===== src/common/bgpu_pkg.sv =====
/*
 * BGPU shared definitions
 * Sizes, register map, lane opcodes and JTAG instruction codes
 * used across the SIMT compute subsystem
 */
package bgpu_pkg;

    // ######################################
    // Sizes
    // ######################################

    // Compute lanes in one batch
    localparam int NUM_LANES = 4;
    // Operand and result width
    localparam int DATA_W = 16;
    // Host register address width
    localparam int ADDR_W = 8;
    // ACCESS register is {write flag, address, data}
    localparam int ACC_W = 1 + ADDR_W + DATA_W;
    // Reset stretch in system clock cycles
    localparam int RST_CYCLES = 4;

    // ######################################
    // JTAG
    // ######################################

    localparam int IR_W = 4;
    localparam logic [IR_W-1:0] IR_IDCODE = 4'h1;
    localparam logic [IR_W-1:0] IR_ACCESS = 4'h2;
    localparam logic [IR_W-1:0] IR_BYPASS = 4'hf;

    // Bit 0 must be set per IEEE 1149.1
    localparam logic [31:0] BGPU_IDCODE = 32'h1b90_c0d3;

    // ######################################
    // Register map
    // ######################################

    localparam logic [ADDR_W-1:0] REG_CTRL     = 8'h00;
    localparam logic [ADDR_W-1:0] REG_STATUS   = 8'h01;
    // Per-lane pages, base plus lane index
    localparam logic [ADDR_W-1:0] REG_A_BASE   = 8'h10;
    localparam logic [ADDR_W-1:0] REG_B_BASE   = 8'h20;
    localparam logic [ADDR_W-1:0] REG_OP_BASE  = 8'h30;
    localparam logic [ADDR_W-1:0] REG_RES_BASE = 8'h40;

    // Lane operations
    typedef enum logic [1:0] {
        OP_ADD = 2'd0,
        OP_SUB = 2'd1,
        OP_MUL = 2'd2,
        OP_XOR = 2'd3
    } lane_op_e;

endpackage : bgpu_pkg


===== src/compute/compute_lane.sv =====
/*
 * Compute lane
 * One operation per start. Add, subtract and xor in one cycle,
 * multiply by shift-add over DATA_W cycles, low half kept
 */
module compute_lane
    import bgpu_pkg::*;
(
    input  logic              clk_i,
    input  logic              reset_i,
    input  logic              start_i,
    input  logic [DATA_W-1:0] opa_i,
    input  logic [DATA_W-1:0] opb_i,
    input  lane_op_e          op_i,
    output logic              done_o,
    output logic [DATA_W-1:0] result_o
);

    // Multiplier state
    logic                        mul_run;
    logic [$clog2(DATA_W+1)-1:0] cnt;
    logic [DATA_W-1:0]           mcand, mplier;

    always_ff @(posedge clk_i) begin
        if (reset_i) begin
            done_o  <= 1'b0;
            mul_run <= 1'b0;
            cnt     <= '0;
        end else begin
            done_o <= 1'b0;
            if (start_i) begin
                case (op_i)
                    OP_ADD: result_o <= opa_i + opb_i;
                    OP_SUB: result_o <= opa_i - opb_i;
                    OP_XOR: result_o <= opa_i ^ opb_i;
                    default: begin
                        // Result doubles as the accumulator
                        result_o <= '0;
                        mcand    <= opa_i;
                        mplier   <= opb_i;
                        cnt      <= DATA_W[$clog2(DATA_W+1)-1:0];
                        mul_run  <= 1'b1;
                    end
                endcase
                done_o <= (op_i != OP_MUL);
            end else if (mul_run) begin
                // One multiplier bit per cycle
                if (mplier[0]) result_o <= result_o + mcand;
                mcand  <= mcand << 1;
                mplier <= mplier >> 1;
                cnt    <= cnt - 1'b1;
                if (cnt == 1) begin
                    mul_run <= 1'b0;
                    done_o  <= 1'b1;
                end
            end
        end
    end

endmodule : compute_lane


===== src/compute/lane_collector.sv =====
/*
 * Lane result collector
 * Captures each lane result on its done pulse and signals
 * the end of the batch once every lane has reported
 */
module lane_collector
    import bgpu_pkg::*;
(
    input  logic                 clk_i,
    input  logic                 reset_i,
    input  logic [NUM_LANES-1:0] lane_start_i,
    input  logic [NUM_LANES-1:0] lane_done_i,
    input  logic [DATA_W-1:0]    lane_result_i [NUM_LANES],
    output logic [DATA_W-1:0]    result_o [NUM_LANES],
    output logic                 batch_done_o
);

    logic [NUM_LANES-1:0] mask, mask_next;

    // Lanes reported so far, restarted by any start
    assign mask_next = (lane_start_i != '0) ? '0 : (mask | lane_done_i);

    always_ff @(posedge clk_i) begin
        if (reset_i) begin
            mask         <= '0;
            batch_done_o <= 1'b0;
            for (int i = 0; i < NUM_LANES; i++) result_o[i] <= '0;
        end else begin
            mask <= mask_next;
            // Single pulse on the cycle the mask fills
            batch_done_o <= (&mask_next) && !(&mask);
            for (int i = 0; i < NUM_LANES; i++) begin
                if (lane_done_i[i]) result_o[i] <= lane_result_i[i];
            end
        end
    end

endmodule : lane_collector


===== src/compute/lane_dispatcher.sv =====
/*
 * Lane dispatcher
 * Accepts a launch when idle, snapshots operands and
 * pulses every lane start. Busy until the batch completes
 */
module lane_dispatcher
    import bgpu_pkg::*;
(
    input  logic                 clk_i,
    input  logic                 reset_i,
    input  logic                 launch_i,
    input  logic [DATA_W-1:0]    opa_i [NUM_LANES],
    input  logic [DATA_W-1:0]    opb_i [NUM_LANES],
    input  lane_op_e             opcode_i [NUM_LANES],
    input  logic                 batch_done_i,
    output logic                 busy_o,
    output logic [NUM_LANES-1:0] lane_start_o,
    output logic [DATA_W-1:0]    lane_opa_o [NUM_LANES],
    output logic [DATA_W-1:0]    lane_opb_o [NUM_LANES],
    output lane_op_e             lane_op_o [NUM_LANES]
);

    // Control state
    always_ff @(posedge clk_i) begin
        if (reset_i) begin
            busy_o       <= 1'b0;
            lane_start_o <= '0;
        end else begin
            lane_start_o <= '0;
            if (launch_i && !busy_o) begin
                busy_o       <= 1'b1;
                lane_start_o <= '1;
            end else if (batch_done_i) begin
                busy_o <= 1'b0;
            end
        end
    end

    // Operand snapshot, host may rewrite during a run
    always_ff @(posedge clk_i) begin
        if (launch_i && !busy_o) begin
            lane_opa_o <= opa_i;
            lane_opb_o <= opb_i;
            lane_op_o  <= opcode_i;
        end
    end

endmodule : lane_dispatcher


===== src/jtag/jtag_tap.sv =====
/*
 * JTAG test access port
 * TCK, TMS and TDI are oversampled on the system clock. Runs the
 * 16-state TAP controller with IDCODE, BYPASS and ACCESS data
 * registers. ACCESS turns Update-DR into a host register request
 */
module jtag_tap
    import bgpu_pkg::*;
(
    input  logic              clk_i,
    input  logic              reset_i,
    input  logic              jtag_tck_i,
    input  logic              jtag_tms_i,
    input  logic              jtag_tdi_i,
    output logic              jtag_tdo_o,
    output logic              reg_req_o,
    output logic              reg_we_o,
    output logic [ADDR_W-1:0] reg_addr_o,
    output logic [DATA_W-1:0] reg_wdata_o,
    input  logic [DATA_W-1:0] reg_rdata_i
);

    typedef enum logic [3:0] {
        TLR, RTI, SEL_DR, CAP_DR, SHIFT_DR, EXIT1_DR, PAUSE_DR, EXIT2_DR, UPD_DR,
        SEL_IR, CAP_IR, SHIFT_IR, EXIT1_IR, PAUSE_IR, EXIT2_IR, UPD_IR
    } tap_state_e;

    tap_state_e state, state_next;

    // ######################################
    // Pin oversampling
    // ######################################

    // Two sync stages, third TCK stage for edge detect
    logic [2:0] tck_q;
    logic [1:0] tms_q, tdi_q;
    logic tck_rise, tck_fall, tms, tdi;

    always_ff @(posedge clk_i) begin
        tck_q <= {tck_q[1:0], jtag_tck_i};
        tms_q <= {tms_q[0], jtag_tms_i};
        tdi_q <= {tdi_q[0], jtag_tdi_i};
    end

    assign tck_rise = tck_q[1] && !tck_q[2];
    assign tck_fall = !tck_q[1] && tck_q[2];
    assign tms      = tms_q[1];
    assign tdi      = tdi_q[1];

    // ######################################
    // TAP controller
    // ######################################

    always_comb begin
        case (state)
            TLR:      state_next = tms ? TLR      : RTI;
            RTI:      state_next = tms ? SEL_DR   : RTI;
            SEL_DR:   state_next = tms ? SEL_IR   : CAP_DR;
            CAP_DR:   state_next = tms ? EXIT1_DR : SHIFT_DR;
            SHIFT_DR: state_next = tms ? EXIT1_DR : SHIFT_DR;
            EXIT1_DR: state_next = tms ? UPD_DR   : PAUSE_DR;
            PAUSE_DR: state_next = tms ? EXIT2_DR : PAUSE_DR;
            EXIT2_DR: state_next = tms ? UPD_DR   : SHIFT_DR;
            UPD_DR:   state_next = tms ? SEL_DR   : RTI;
            SEL_IR:   state_next = tms ? TLR      : CAP_IR;
            CAP_IR:   state_next = tms ? EXIT1_IR : SHIFT_IR;
            SHIFT_IR: state_next = tms ? EXIT1_IR : SHIFT_IR;
            EXIT1_IR: state_next = tms ? UPD_IR   : PAUSE_IR;
            PAUSE_IR: state_next = tms ? EXIT2_IR : PAUSE_IR;
            EXIT2_IR: state_next = tms ? UPD_IR   : SHIFT_IR;
            default:  state_next = tms ? SEL_DR   : RTI;
        endcase
    end

    // ######################################
    // Instruction and data registers
    // ######################################

    logic [IR_W-1:0]   ir, ir_shift;
    // Shared DR shifter, widest register is IDCODE
    logic [31:0]       dr;
    logic              req_q;
    logic [DATA_W-1:0] rdata_q;

    always_ff @(posedge clk_i) begin
        if (reset_i) begin
            state      <= TLR;
            ir         <= IR_IDCODE;
            jtag_tdo_o <= 1'b0;
            reg_req_o  <= 1'b0;
            req_q      <= 1'b0;
            rdata_q    <= '0;
        end else begin
            reg_req_o <= 1'b0;
            req_q     <= reg_req_o;
            // Register file answers one cycle after the request
            if (req_q) rdata_q <= reg_rdata_i;

            if (tck_rise) begin
                state <= state_next;
                case (state)
                    TLR:      ir <= IR_IDCODE;
                    CAP_IR:   ir_shift <= IR_W'(1);
                    SHIFT_IR: ir_shift <= {tdi, ir_shift[IR_W-1:1]};
                    UPD_IR:   ir <= ir_shift;
                    CAP_DR: begin
                        case (ir)
                            IR_IDCODE: dr <= BGPU_IDCODE;
                            // Data field carries the last read value
                            IR_ACCESS: dr <= {{(32-DATA_W){1'b0}}, rdata_q};
                            default:   dr <= '0;
                        endcase
                    end
                    SHIFT_DR: begin
                        // Insert TDI at the top of the selected length
                        case (ir)
                            IR_IDCODE: dr <= {tdi, dr[31:1]};
                            IR_ACCESS: dr[ACC_W-1:0] <= {tdi, dr[ACC_W-1:1]};
                            default:   dr[0] <= tdi;
                        endcase
                    end
                    UPD_DR: begin
                        if (ir == IR_ACCESS) begin
                            reg_req_o   <= 1'b1;
                            reg_we_o    <= dr[ACC_W-1];
                            reg_addr_o  <= dr[DATA_W +: ADDR_W];
                            reg_wdata_o <= dr[DATA_W-1:0];
                        end
                    end
                    default: ;
                endcase
            end

            // TDO follows the falling edge
            if (tck_fall) begin
                if (state == SHIFT_IR) begin
                    jtag_tdo_o <= ir_shift[0];
                end else if (state == SHIFT_DR) begin
                    jtag_tdo_o <= dr[0];
                end else begin
                    jtag_tdo_o <= 1'b0;
                end
            end
        end
    end

endmodule : jtag_tap


===== src/rtl/bgpu_regfile.sv =====
/*
 * Host register file
 * Decodes register requests from the TAP, holds per-lane
 * operands and opcodes, status and the launch strobe
 */
module bgpu_regfile
    import bgpu_pkg::*;
(
    input  logic              clk_i,
    input  logic              reset_i,
    input  logic              reg_req_i,
    input  logic              reg_we_i,
    input  logic [ADDR_W-1:0] reg_addr_i,
    input  logic [DATA_W-1:0] reg_wdata_i,
    output logic [DATA_W-1:0] reg_rdata_o,
    input  logic              busy_i,
    input  logic              batch_done_i,
    input  logic [DATA_W-1:0] lane_result_i [NUM_LANES],
    output logic              launch_o,
    output logic [DATA_W-1:0] opa_o [NUM_LANES],
    output logic [DATA_W-1:0] opb_o [NUM_LANES],
    output lane_op_e          opcode_o [NUM_LANES]
);

    // Page in the upper nibble, lane in the lower one
    logic [ADDR_W-5:0]            page;
    logic [$clog2(NUM_LANES)-1:0] lane_idx;
    logic                         lane_hit;
    logic                         done_q;
    logic [DATA_W-1:0]            rdata_next;

    assign page     = reg_addr_i[ADDR_W-1:4];
    assign lane_idx = reg_addr_i[$clog2(NUM_LANES)-1:0];
    assign lane_hit = reg_addr_i[3:0] < NUM_LANES;

    // Read mux, unmapped reads return zero
    always_comb begin
        rdata_next = '0;
        if (reg_addr_i == REG_STATUS) begin
            rdata_next = {{(DATA_W-2){1'b0}}, done_q, busy_i};
        end else if (lane_hit) begin
            case (page)
                REG_A_BASE[ADDR_W-1:4]:   rdata_next = opa_o[lane_idx];
                REG_B_BASE[ADDR_W-1:4]:   rdata_next = opb_o[lane_idx];
                REG_OP_BASE[ADDR_W-1:4]:  rdata_next = DATA_W'(opcode_o[lane_idx]);
                REG_RES_BASE[ADDR_W-1:4]: rdata_next = lane_result_i[lane_idx];
                default:                  rdata_next = '0;
            endcase
        end
    end

    always_ff @(posedge clk_i) begin
        if (reset_i) begin
            launch_o    <= 1'b0;
            done_q      <= 1'b0;
            reg_rdata_o <= '0;
            for (int i = 0; i < NUM_LANES; i++) begin
                opa_o[i]    <= '0;
                opb_o[i]    <= '0;
                opcode_o[i] <= OP_ADD;
            end
        end else begin
            launch_o <= 1'b0;
            // Sticky done, cleared by an accepted launch
            if (batch_done_i) done_q <= 1'b1;
            if (launch_o && !busy_i) done_q <= 1'b0;

            if (reg_req_i) reg_rdata_o <= rdata_next;

            if (reg_req_i && reg_we_i) begin
                if (reg_addr_i == REG_CTRL && reg_wdata_i[0]) launch_o <= 1'b1;
                if (lane_hit) begin
                    case (page)
                        REG_A_BASE[ADDR_W-1:4]:  opa_o[lane_idx] <= reg_wdata_i;
                        REG_B_BASE[ADDR_W-1:4]:  opb_o[lane_idx] <= reg_wdata_i;
                        REG_OP_BASE[ADDR_W-1:4]: opcode_o[lane_idx] <= lane_op_e'(reg_wdata_i[1:0]);
                        default: ;
                    endcase
                end
            end
        end
    end

endmodule : bgpu_regfile


===== src/rtl/bgpu_soc.sv =====
/*
 * BGPU SoC
 * JTAG TAP for host access, register file, dispatcher,
 * compute lanes and result collector
 */
module bgpu_soc
    import bgpu_pkg::*;
(
    input  logic clk_i,
    input  logic reset_i,
    input  logic jtag_tck_i,
    input  logic jtag_tms_i,
    input  logic jtag_tdi_i,
    output logic jtag_tdo_o
);

    // ######################################
    // Signals
    // ######################################

    // Host register bus
    logic              reg_req, reg_we;
    logic [ADDR_W-1:0] reg_addr;
    logic [DATA_W-1:0] reg_wdata, reg_rdata;

    // Batch control
    logic launch, busy, batch_done;

    // Host-side and snapshotted lane inputs
    logic [DATA_W-1:0] opa [NUM_LANES], opb [NUM_LANES];
    lane_op_e          opcode [NUM_LANES];
    logic [DATA_W-1:0] lane_opa [NUM_LANES], lane_opb [NUM_LANES];
    lane_op_e          lane_op [NUM_LANES];

    // Lane outputs and collected results
    logic [NUM_LANES-1:0] lane_start, lane_done;
    logic [DATA_W-1:0]    lane_result [NUM_LANES], result [NUM_LANES];

    // ######################################
    // Host access
    // ######################################

    jtag_tap i_tap (
        .clk_i      (clk_i),
        .reset_i    (reset_i),
        .jtag_tck_i (jtag_tck_i),
        .jtag_tms_i (jtag_tms_i),
        .jtag_tdi_i (jtag_tdi_i),
        .jtag_tdo_o (jtag_tdo_o),
        .reg_req_o  (reg_req),
        .reg_we_o   (reg_we),
        .reg_addr_o (reg_addr),
        .reg_wdata_o(reg_wdata),
        .reg_rdata_i(reg_rdata)
    );

    bgpu_regfile i_regfile (
        .clk_i        (clk_i),
        .reset_i      (reset_i),
        .reg_req_i    (reg_req),
        .reg_we_i     (reg_we),
        .reg_addr_i   (reg_addr),
        .reg_wdata_i  (reg_wdata),
        .reg_rdata_o  (reg_rdata),
        .busy_i       (busy),
        .batch_done_i (batch_done),
        .lane_result_i(result),
        .launch_o     (launch),
        .opa_o        (opa),
        .opb_o        (opb),
        .opcode_o     (opcode)
    );

    // ######################################
    // Compute
    // ######################################

    lane_dispatcher i_dispatcher (
        .clk_i       (clk_i),
        .reset_i     (reset_i),
        .launch_i    (launch),
        .opa_i       (opa),
        .opb_i       (opb),
        .opcode_i    (opcode),
        .batch_done_i(batch_done),
        .busy_o      (busy),
        .lane_start_o(lane_start),
        .lane_opa_o  (lane_opa),
        .lane_opb_o  (lane_opb),
        .lane_op_o   (lane_op)
    );

    for (genvar i = 0; i < NUM_LANES; i++) begin : gen_lane
        compute_lane i_lane (
            .clk_i   (clk_i),
            .reset_i (reset_i),
            .start_i (lane_start[i]),
            .opa_i   (lane_opa[i]),
            .opb_i   (lane_opb[i]),
            .op_i    (lane_op[i]),
            .done_o  (lane_done[i]),
            .result_o(lane_result[i])
        );
    end

    lane_collector i_collector (
        .clk_i        (clk_i),
        .reset_i      (reset_i),
        .lane_start_i (lane_start),
        .lane_done_i  (lane_done),
        .lane_result_i(lane_result),
        .result_o     (result),
        .batch_done_o (batch_done)
    );

endmodule : bgpu_soc


===== src/rtl/bgpu_wrapper.sv =====
/*
 * BGPU FPGA top level
 * Board clock used directly, system reset stretched from
 * the reset pin and clock generator lock, then the SoC
 */
module bgpu_wrapper (
    input  logic clk_i,
    input  logic reset_i,
    input  logic pll_locked_i,
    input  logic jtag_tck_i,
    input  logic jtag_tms_i,
    input  logic jtag_tdi_i,
    output logic jtag_tdo_o
);

    // Stretched system reset
    logic rst_sys;

    rst_sync i_rst_sync (
        .clk_i       (clk_i),
        .reset_i     (reset_i),
        .pll_locked_i(pll_locked_i),
        .rst_sys_o   (rst_sys)
    );

    bgpu_soc i_soc (
        .clk_i     (clk_i),
        .reset_i   (rst_sys),
        .jtag_tck_i(jtag_tck_i),
        .jtag_tms_i(jtag_tms_i),
        .jtag_tdi_i(jtag_tdi_i),
        .jtag_tdo_o(jtag_tdo_o)
    );

endmodule : bgpu_wrapper


===== src/rtl/rst_sync.sv =====
/*
 * Reset stretcher
 * Holds the system reset while reset_i is high or the clock
 * generator is unlocked, then for RST_CYCLES more cycles
 */
module rst_sync
    import bgpu_pkg::*;
(
    input  logic clk_i,
    input  logic reset_i,
    input  logic pll_locked_i,
    output logic rst_sys_o
);

    // Any reset request
    logic req;
    // Remaining stretch cycles
    logic [$clog2(RST_CYCLES+1)-1:0] cnt;

    assign req = reset_i || !pll_locked_i;

    // Reload on request, count down once released
    always_ff @(posedge clk_i) begin
        if (req) begin
            cnt <= RST_CYCLES[$clog2(RST_CYCLES+1)-1:0];
        end else if (cnt != '0) begin
            cnt <= cnt - 1'b1;
        end
    end

    // Immediate assertion, delayed release
    assign rst_sys_o = req || (cnt != '0);

endmodule : rst_sync

===== config.mk =====
export PLATFORM = sky130hd
export DESIGN_NAME = bgpu_wrapper
export DESIGN_NICKNAME = d
export VERILOG_FILES = /design/src/common/bgpu_pkg.sv /design/src/compute/compute_lane.sv /design/src/compute/lane_collector.sv /design/src/compute/lane_dispatcher.sv /design/src/jtag/jtag_tap.sv /design/src/rtl/bgpu_regfile.sv /design/src/rtl/bgpu_soc.sv /design/src/rtl/bgpu_wrapper.sv /design/src/rtl/rst_sync.sv
export SDC_FILE = /design/constraint.sdc
export NUM_CORES = 1
export LEC_CHECK = 0
export BUFFER_PORTS_ARGS = -buffer_cell sky130_fd_sc_hd__buf_2
export CORE_MARGIN = 2
export CORE_UTILIZATION = 30
export CTS_CLUSTER_DIAMETER = 50
export DETAILED_ROUTE_END_ITERATION = 16
export RECOVER_POWER = 100
export SYNTH_ARGS = -nofsm -noshare
export SYNTH_HDL_FRONTEND = slang
export SYNTH_SLANG_ARGS = --single-unit

===== constraint.sdc =====
create_clock -name clk_i -period 8.38 [get_ports clk_i]
set_input_delay 1.676 -clock clk_i [delete_from_list [all_inputs] [get_ports clk_i]]
set_output_delay 1.676 -clock clk_i [all_outputs]
set_load 0.03 [all_outputs]

==> out/summary.txt <==
Global placement routability congestion: 0.890
Compound-Gate Fraction of Synth Area: 0.119
Min cycle time layout: 5830 ps
CTS tree: yes
Mapped cell area: 34200 um2
Placed insts: 4601
Final antenna-violating net count: 0
Clock insertion delay at the later pin of the skew report: 650 ps
Pleak: 12.9 nW
Post-synth net total: 3381
Synth area leaders: edfxtp_1 34%, dfxtp_1 17%, ha_1 4.9%, nand2_1 4.7%, a21oi_1 4.4%
Global Route Usage Sum: 0.160
Mean Syn Cell Area: 10.6 um2
Core area: 113000 um2
Root Driver: clkbuf_16
Setup crit end kind: register
Crit share post-route: 0.695
Die ar.: 117000 um2
DR pass1 iterations: 5
Pin count of the biggest net entering global routing: 173
Wire per inst: 19.9 um
Hold/Removal Path Class: register to register
Hpwl dp: 67.6 mm
Initial Utilization: 0.303
Failing checks: capacitance limit, slew limit
Bufs on Longest Clock Path: 3
PwrDens: 189 nW/um2
Fmax: 0.172 GHz
Area Growth Syn to Fin: 12.7%
Post-route DRC: 0
Critical path arrival: 5680 ps
1st-iter DRT viols: 2449
CTS Hold Bufs: 0
FF-to-FF path depth: 3
Slowest CP cell: clkinvlp_2
CP peak stage delay: 2450 ps
Setup Skew: 48.4 ps
Simple logic cell fraction of the synthesized area: 0.131
Fin. Hold Viols: 0
Post-synthesis sequential area ratio: 0.512
Number of synthesized register bits: 679
Input/output buffers: 6
Routed WL: 95.0 mm
Endpoints failing setup: 0
Initial antenna violation count: 5
Synthesis warning total: 0
Die Y: 341 um
Routed vias/inst: 5.12
Synthesized-area fraction occupied by adder cells: 0.0538
CP startpoint kind: register
Clk sinks: 679
Final #Nets: 3338
Critical Path RT: 8240 ps
Maximum vdd ir drop: 0.148 mV
Largest area contributor in the netlist: edfxtp_1
Post-DP Area: 35600 um2
Via count of the routed design: 24380
Xor and xnor area share after synthesis: 0.0551
Status: complete, but fails checks
First-pass GRT wire length: 144 mm
Largest family of logic cells by synthesized area: simple AND/OR/NAND/NOR gates
Post-Route Setup TNS: 0 ps
Setup CP Type: register to register
Max_cap viols: 11
CP cell instances: nand2b_1 -> clkinvlp_2 -> clkbuf_1
CP max FO: 69
Layout cells sized above 1: 0.111
Fin util: 0.342
Slew Viols, Final: 479
RSZ-0062 raised after global routing: false
Cells after synthesis: 3233
Hold depth: 0
Row count: 123
Mux contribution to synthesized area: 0.0993
Synth Flop Type: edfxtp_1
Yosys top cell area share: 0.342
Die W: 341 um
CTS H-Tree Depth: 3
Post-synthesis cell type count: 78
Asr flop ratio synth: 0
Actual slew at the worst max-slew pin: 3730 ps
# IOs: 7
Design area: 38500 um2
Number of buffers created by CTS: 87
Vias in the first global route: 23190
Post-CTS sizing: 0
Total grt overflow: 0
Cell Count, Final, Fillers Out: 4765
Number of flops mapped to enable cells by yosys: 389
Total setup buffers inserted after CTS: 0
Clock transition at the registers of the reported paths: 60 ps
Rel. slew slack: -1.49
per-layer routing:
layer  GRT usage  up-vias  share of wire
li1            -    11591              -
met3      0.0297      191          0.073
met2       0.248      809           0.44
met5           0        -        0.00018
met4      0.0596        4          0.034
met1       0.223    11785           0.45
worst paths after layout:
path / from / end / slack [ps]
max: i_soc.i_dispatcher.busy_o$_SDFFE_PP0P_ / i_soc.i_dispatcher.lane_opa_o[61]$_DFFE_PP_ / 2550
min: i_soc.i_tap.tms_q[0]$_DFF_P_ / i_soc.i_tap.tms_q[1]$_DFF_P_ / 330
max reg2reg: i_soc.i_dispatcher.busy_o$_SDFFE_PP0P_ / i_soc.i_dispatcher.lane_opa_o[61]$_DFFE_PP_ / 2550
min reg2reg: i_soc.i_tap.tms_q[0]$_DFF_P_ / i_soc.i_tap.tms_q[1]$_DFF_P_ / 330
sequential cells by signal, indices dropped and copies added, names as in the netlist, 20 cells and up:
signal	cells
i_soc.gen_lane.i_lane.mcand	64
i_soc.gen_lane.i_lane.mplier	64
i_soc.gen_lane.i_lane.result_o	64
i_soc.i_collector.result_o	64
i_soc.i_dispatcher.lane_opa_o	64
i_soc.i_dispatcher.lane_opb_o	64
i_soc.i_regfile.opa_o	64
i_soc.i_regfile.opb_o	64
i_soc.i_tap.dr	32
i_soc.gen_lane.i_lane.cnt	20
metrics by stage:
step / setup slack (ps) / hold WS (ps) / power (mW)
4_1_cts: 4010 / 327 / 7.35
3_5_place_dp: 4050 / 319 / 3.59
6_report: 2550 / 326 / 7.29
3_3_place_gp: 4080 / 316 / 3.58
2_1_floorplan: 3280 / 310 / 3.58
5_1_grt: 1980 / 334 / 7.49
power by group:
group	internal [mW]	leakage [nW]	switching (mW)	total, mW
logic	0.00514	5.38	0.0174	0.0225
registers	3.49	6.04	0.00257	3.49
clock network	2.23	1.43	1.54	3.77
worst max-delay path, delay by kind of cell, from the launching register on:
family,cells,cell delay [ps]
buffers and inverters,2,4420
flip-flops,1,350
AND/OR/NAND/NOR,1,190
cells in the mapped netlist (29+ instances only):
cell type,n
a211oi_1,30
a21o_1,31
a21oi_1,297
and3_1,29
clkbuf_1,135
dfxtp_1,290
edfxtp_1,389
ha_1,134
inv_1,81
mux2_2,123
mux2i_1,88
mux4_2,50
nand2_1,426
nand2b_1,32
nand3_1,59
nor2_1,287
nor2b_1,36
nor3_1,50
o21ai_0,128
o22ai_1,33
xnor2_1,157
xor2_1,56
cells by family (layout without fill, tap and decap cells):
group | Yosys count | in the layout
simple gates | 1007 | 1007
compound gates | 679 | 679
xor+xnor | 214 | 214
fa+ha+maj | 142 | 142
flops | 679 | 679
buf+inv | 251 | 280
other cells | 0 | 3
mux | 261 | 261
cell type report:
class | count | area (um2)
Tap cell | 1500 | 1880
Sequential cell | 679 | 17500
Multi-Input combinational cell | 2303 | 15700
Antenna cell | 3 | 7.51
Clock buffer | 107 | 2360
Fill cell | 11172 | 74100
Clock inverter | 54 | 578
Inverter | 83 | 313
Timing Repair Buffer | 36 | 218
placed cells by master (no fill, tap or decap), types with 56 or more instances in the layout:
cell type | Yosys | layout
nor2_1 | 287 | 284
nand2_1 | 426 | 426
mux2_2 | 123 | 121
dfxtp_1 | 290 | 290
xnor2_1 | 157 | 157
nand3_1 | 59 | 59
inv_1 | 81 | 81
mux2i_1 | 88 | 88
xor2_1 | 56 | 56
clkbuf_16 | 0 | 91
edfxtp_1 | 389 | 389
a21oi_1 | 297 | 297
ha_1 | 134 | 134
o21ai_0 | 128 | 128
Note: power is estimated with default switching activity, not from simulation.
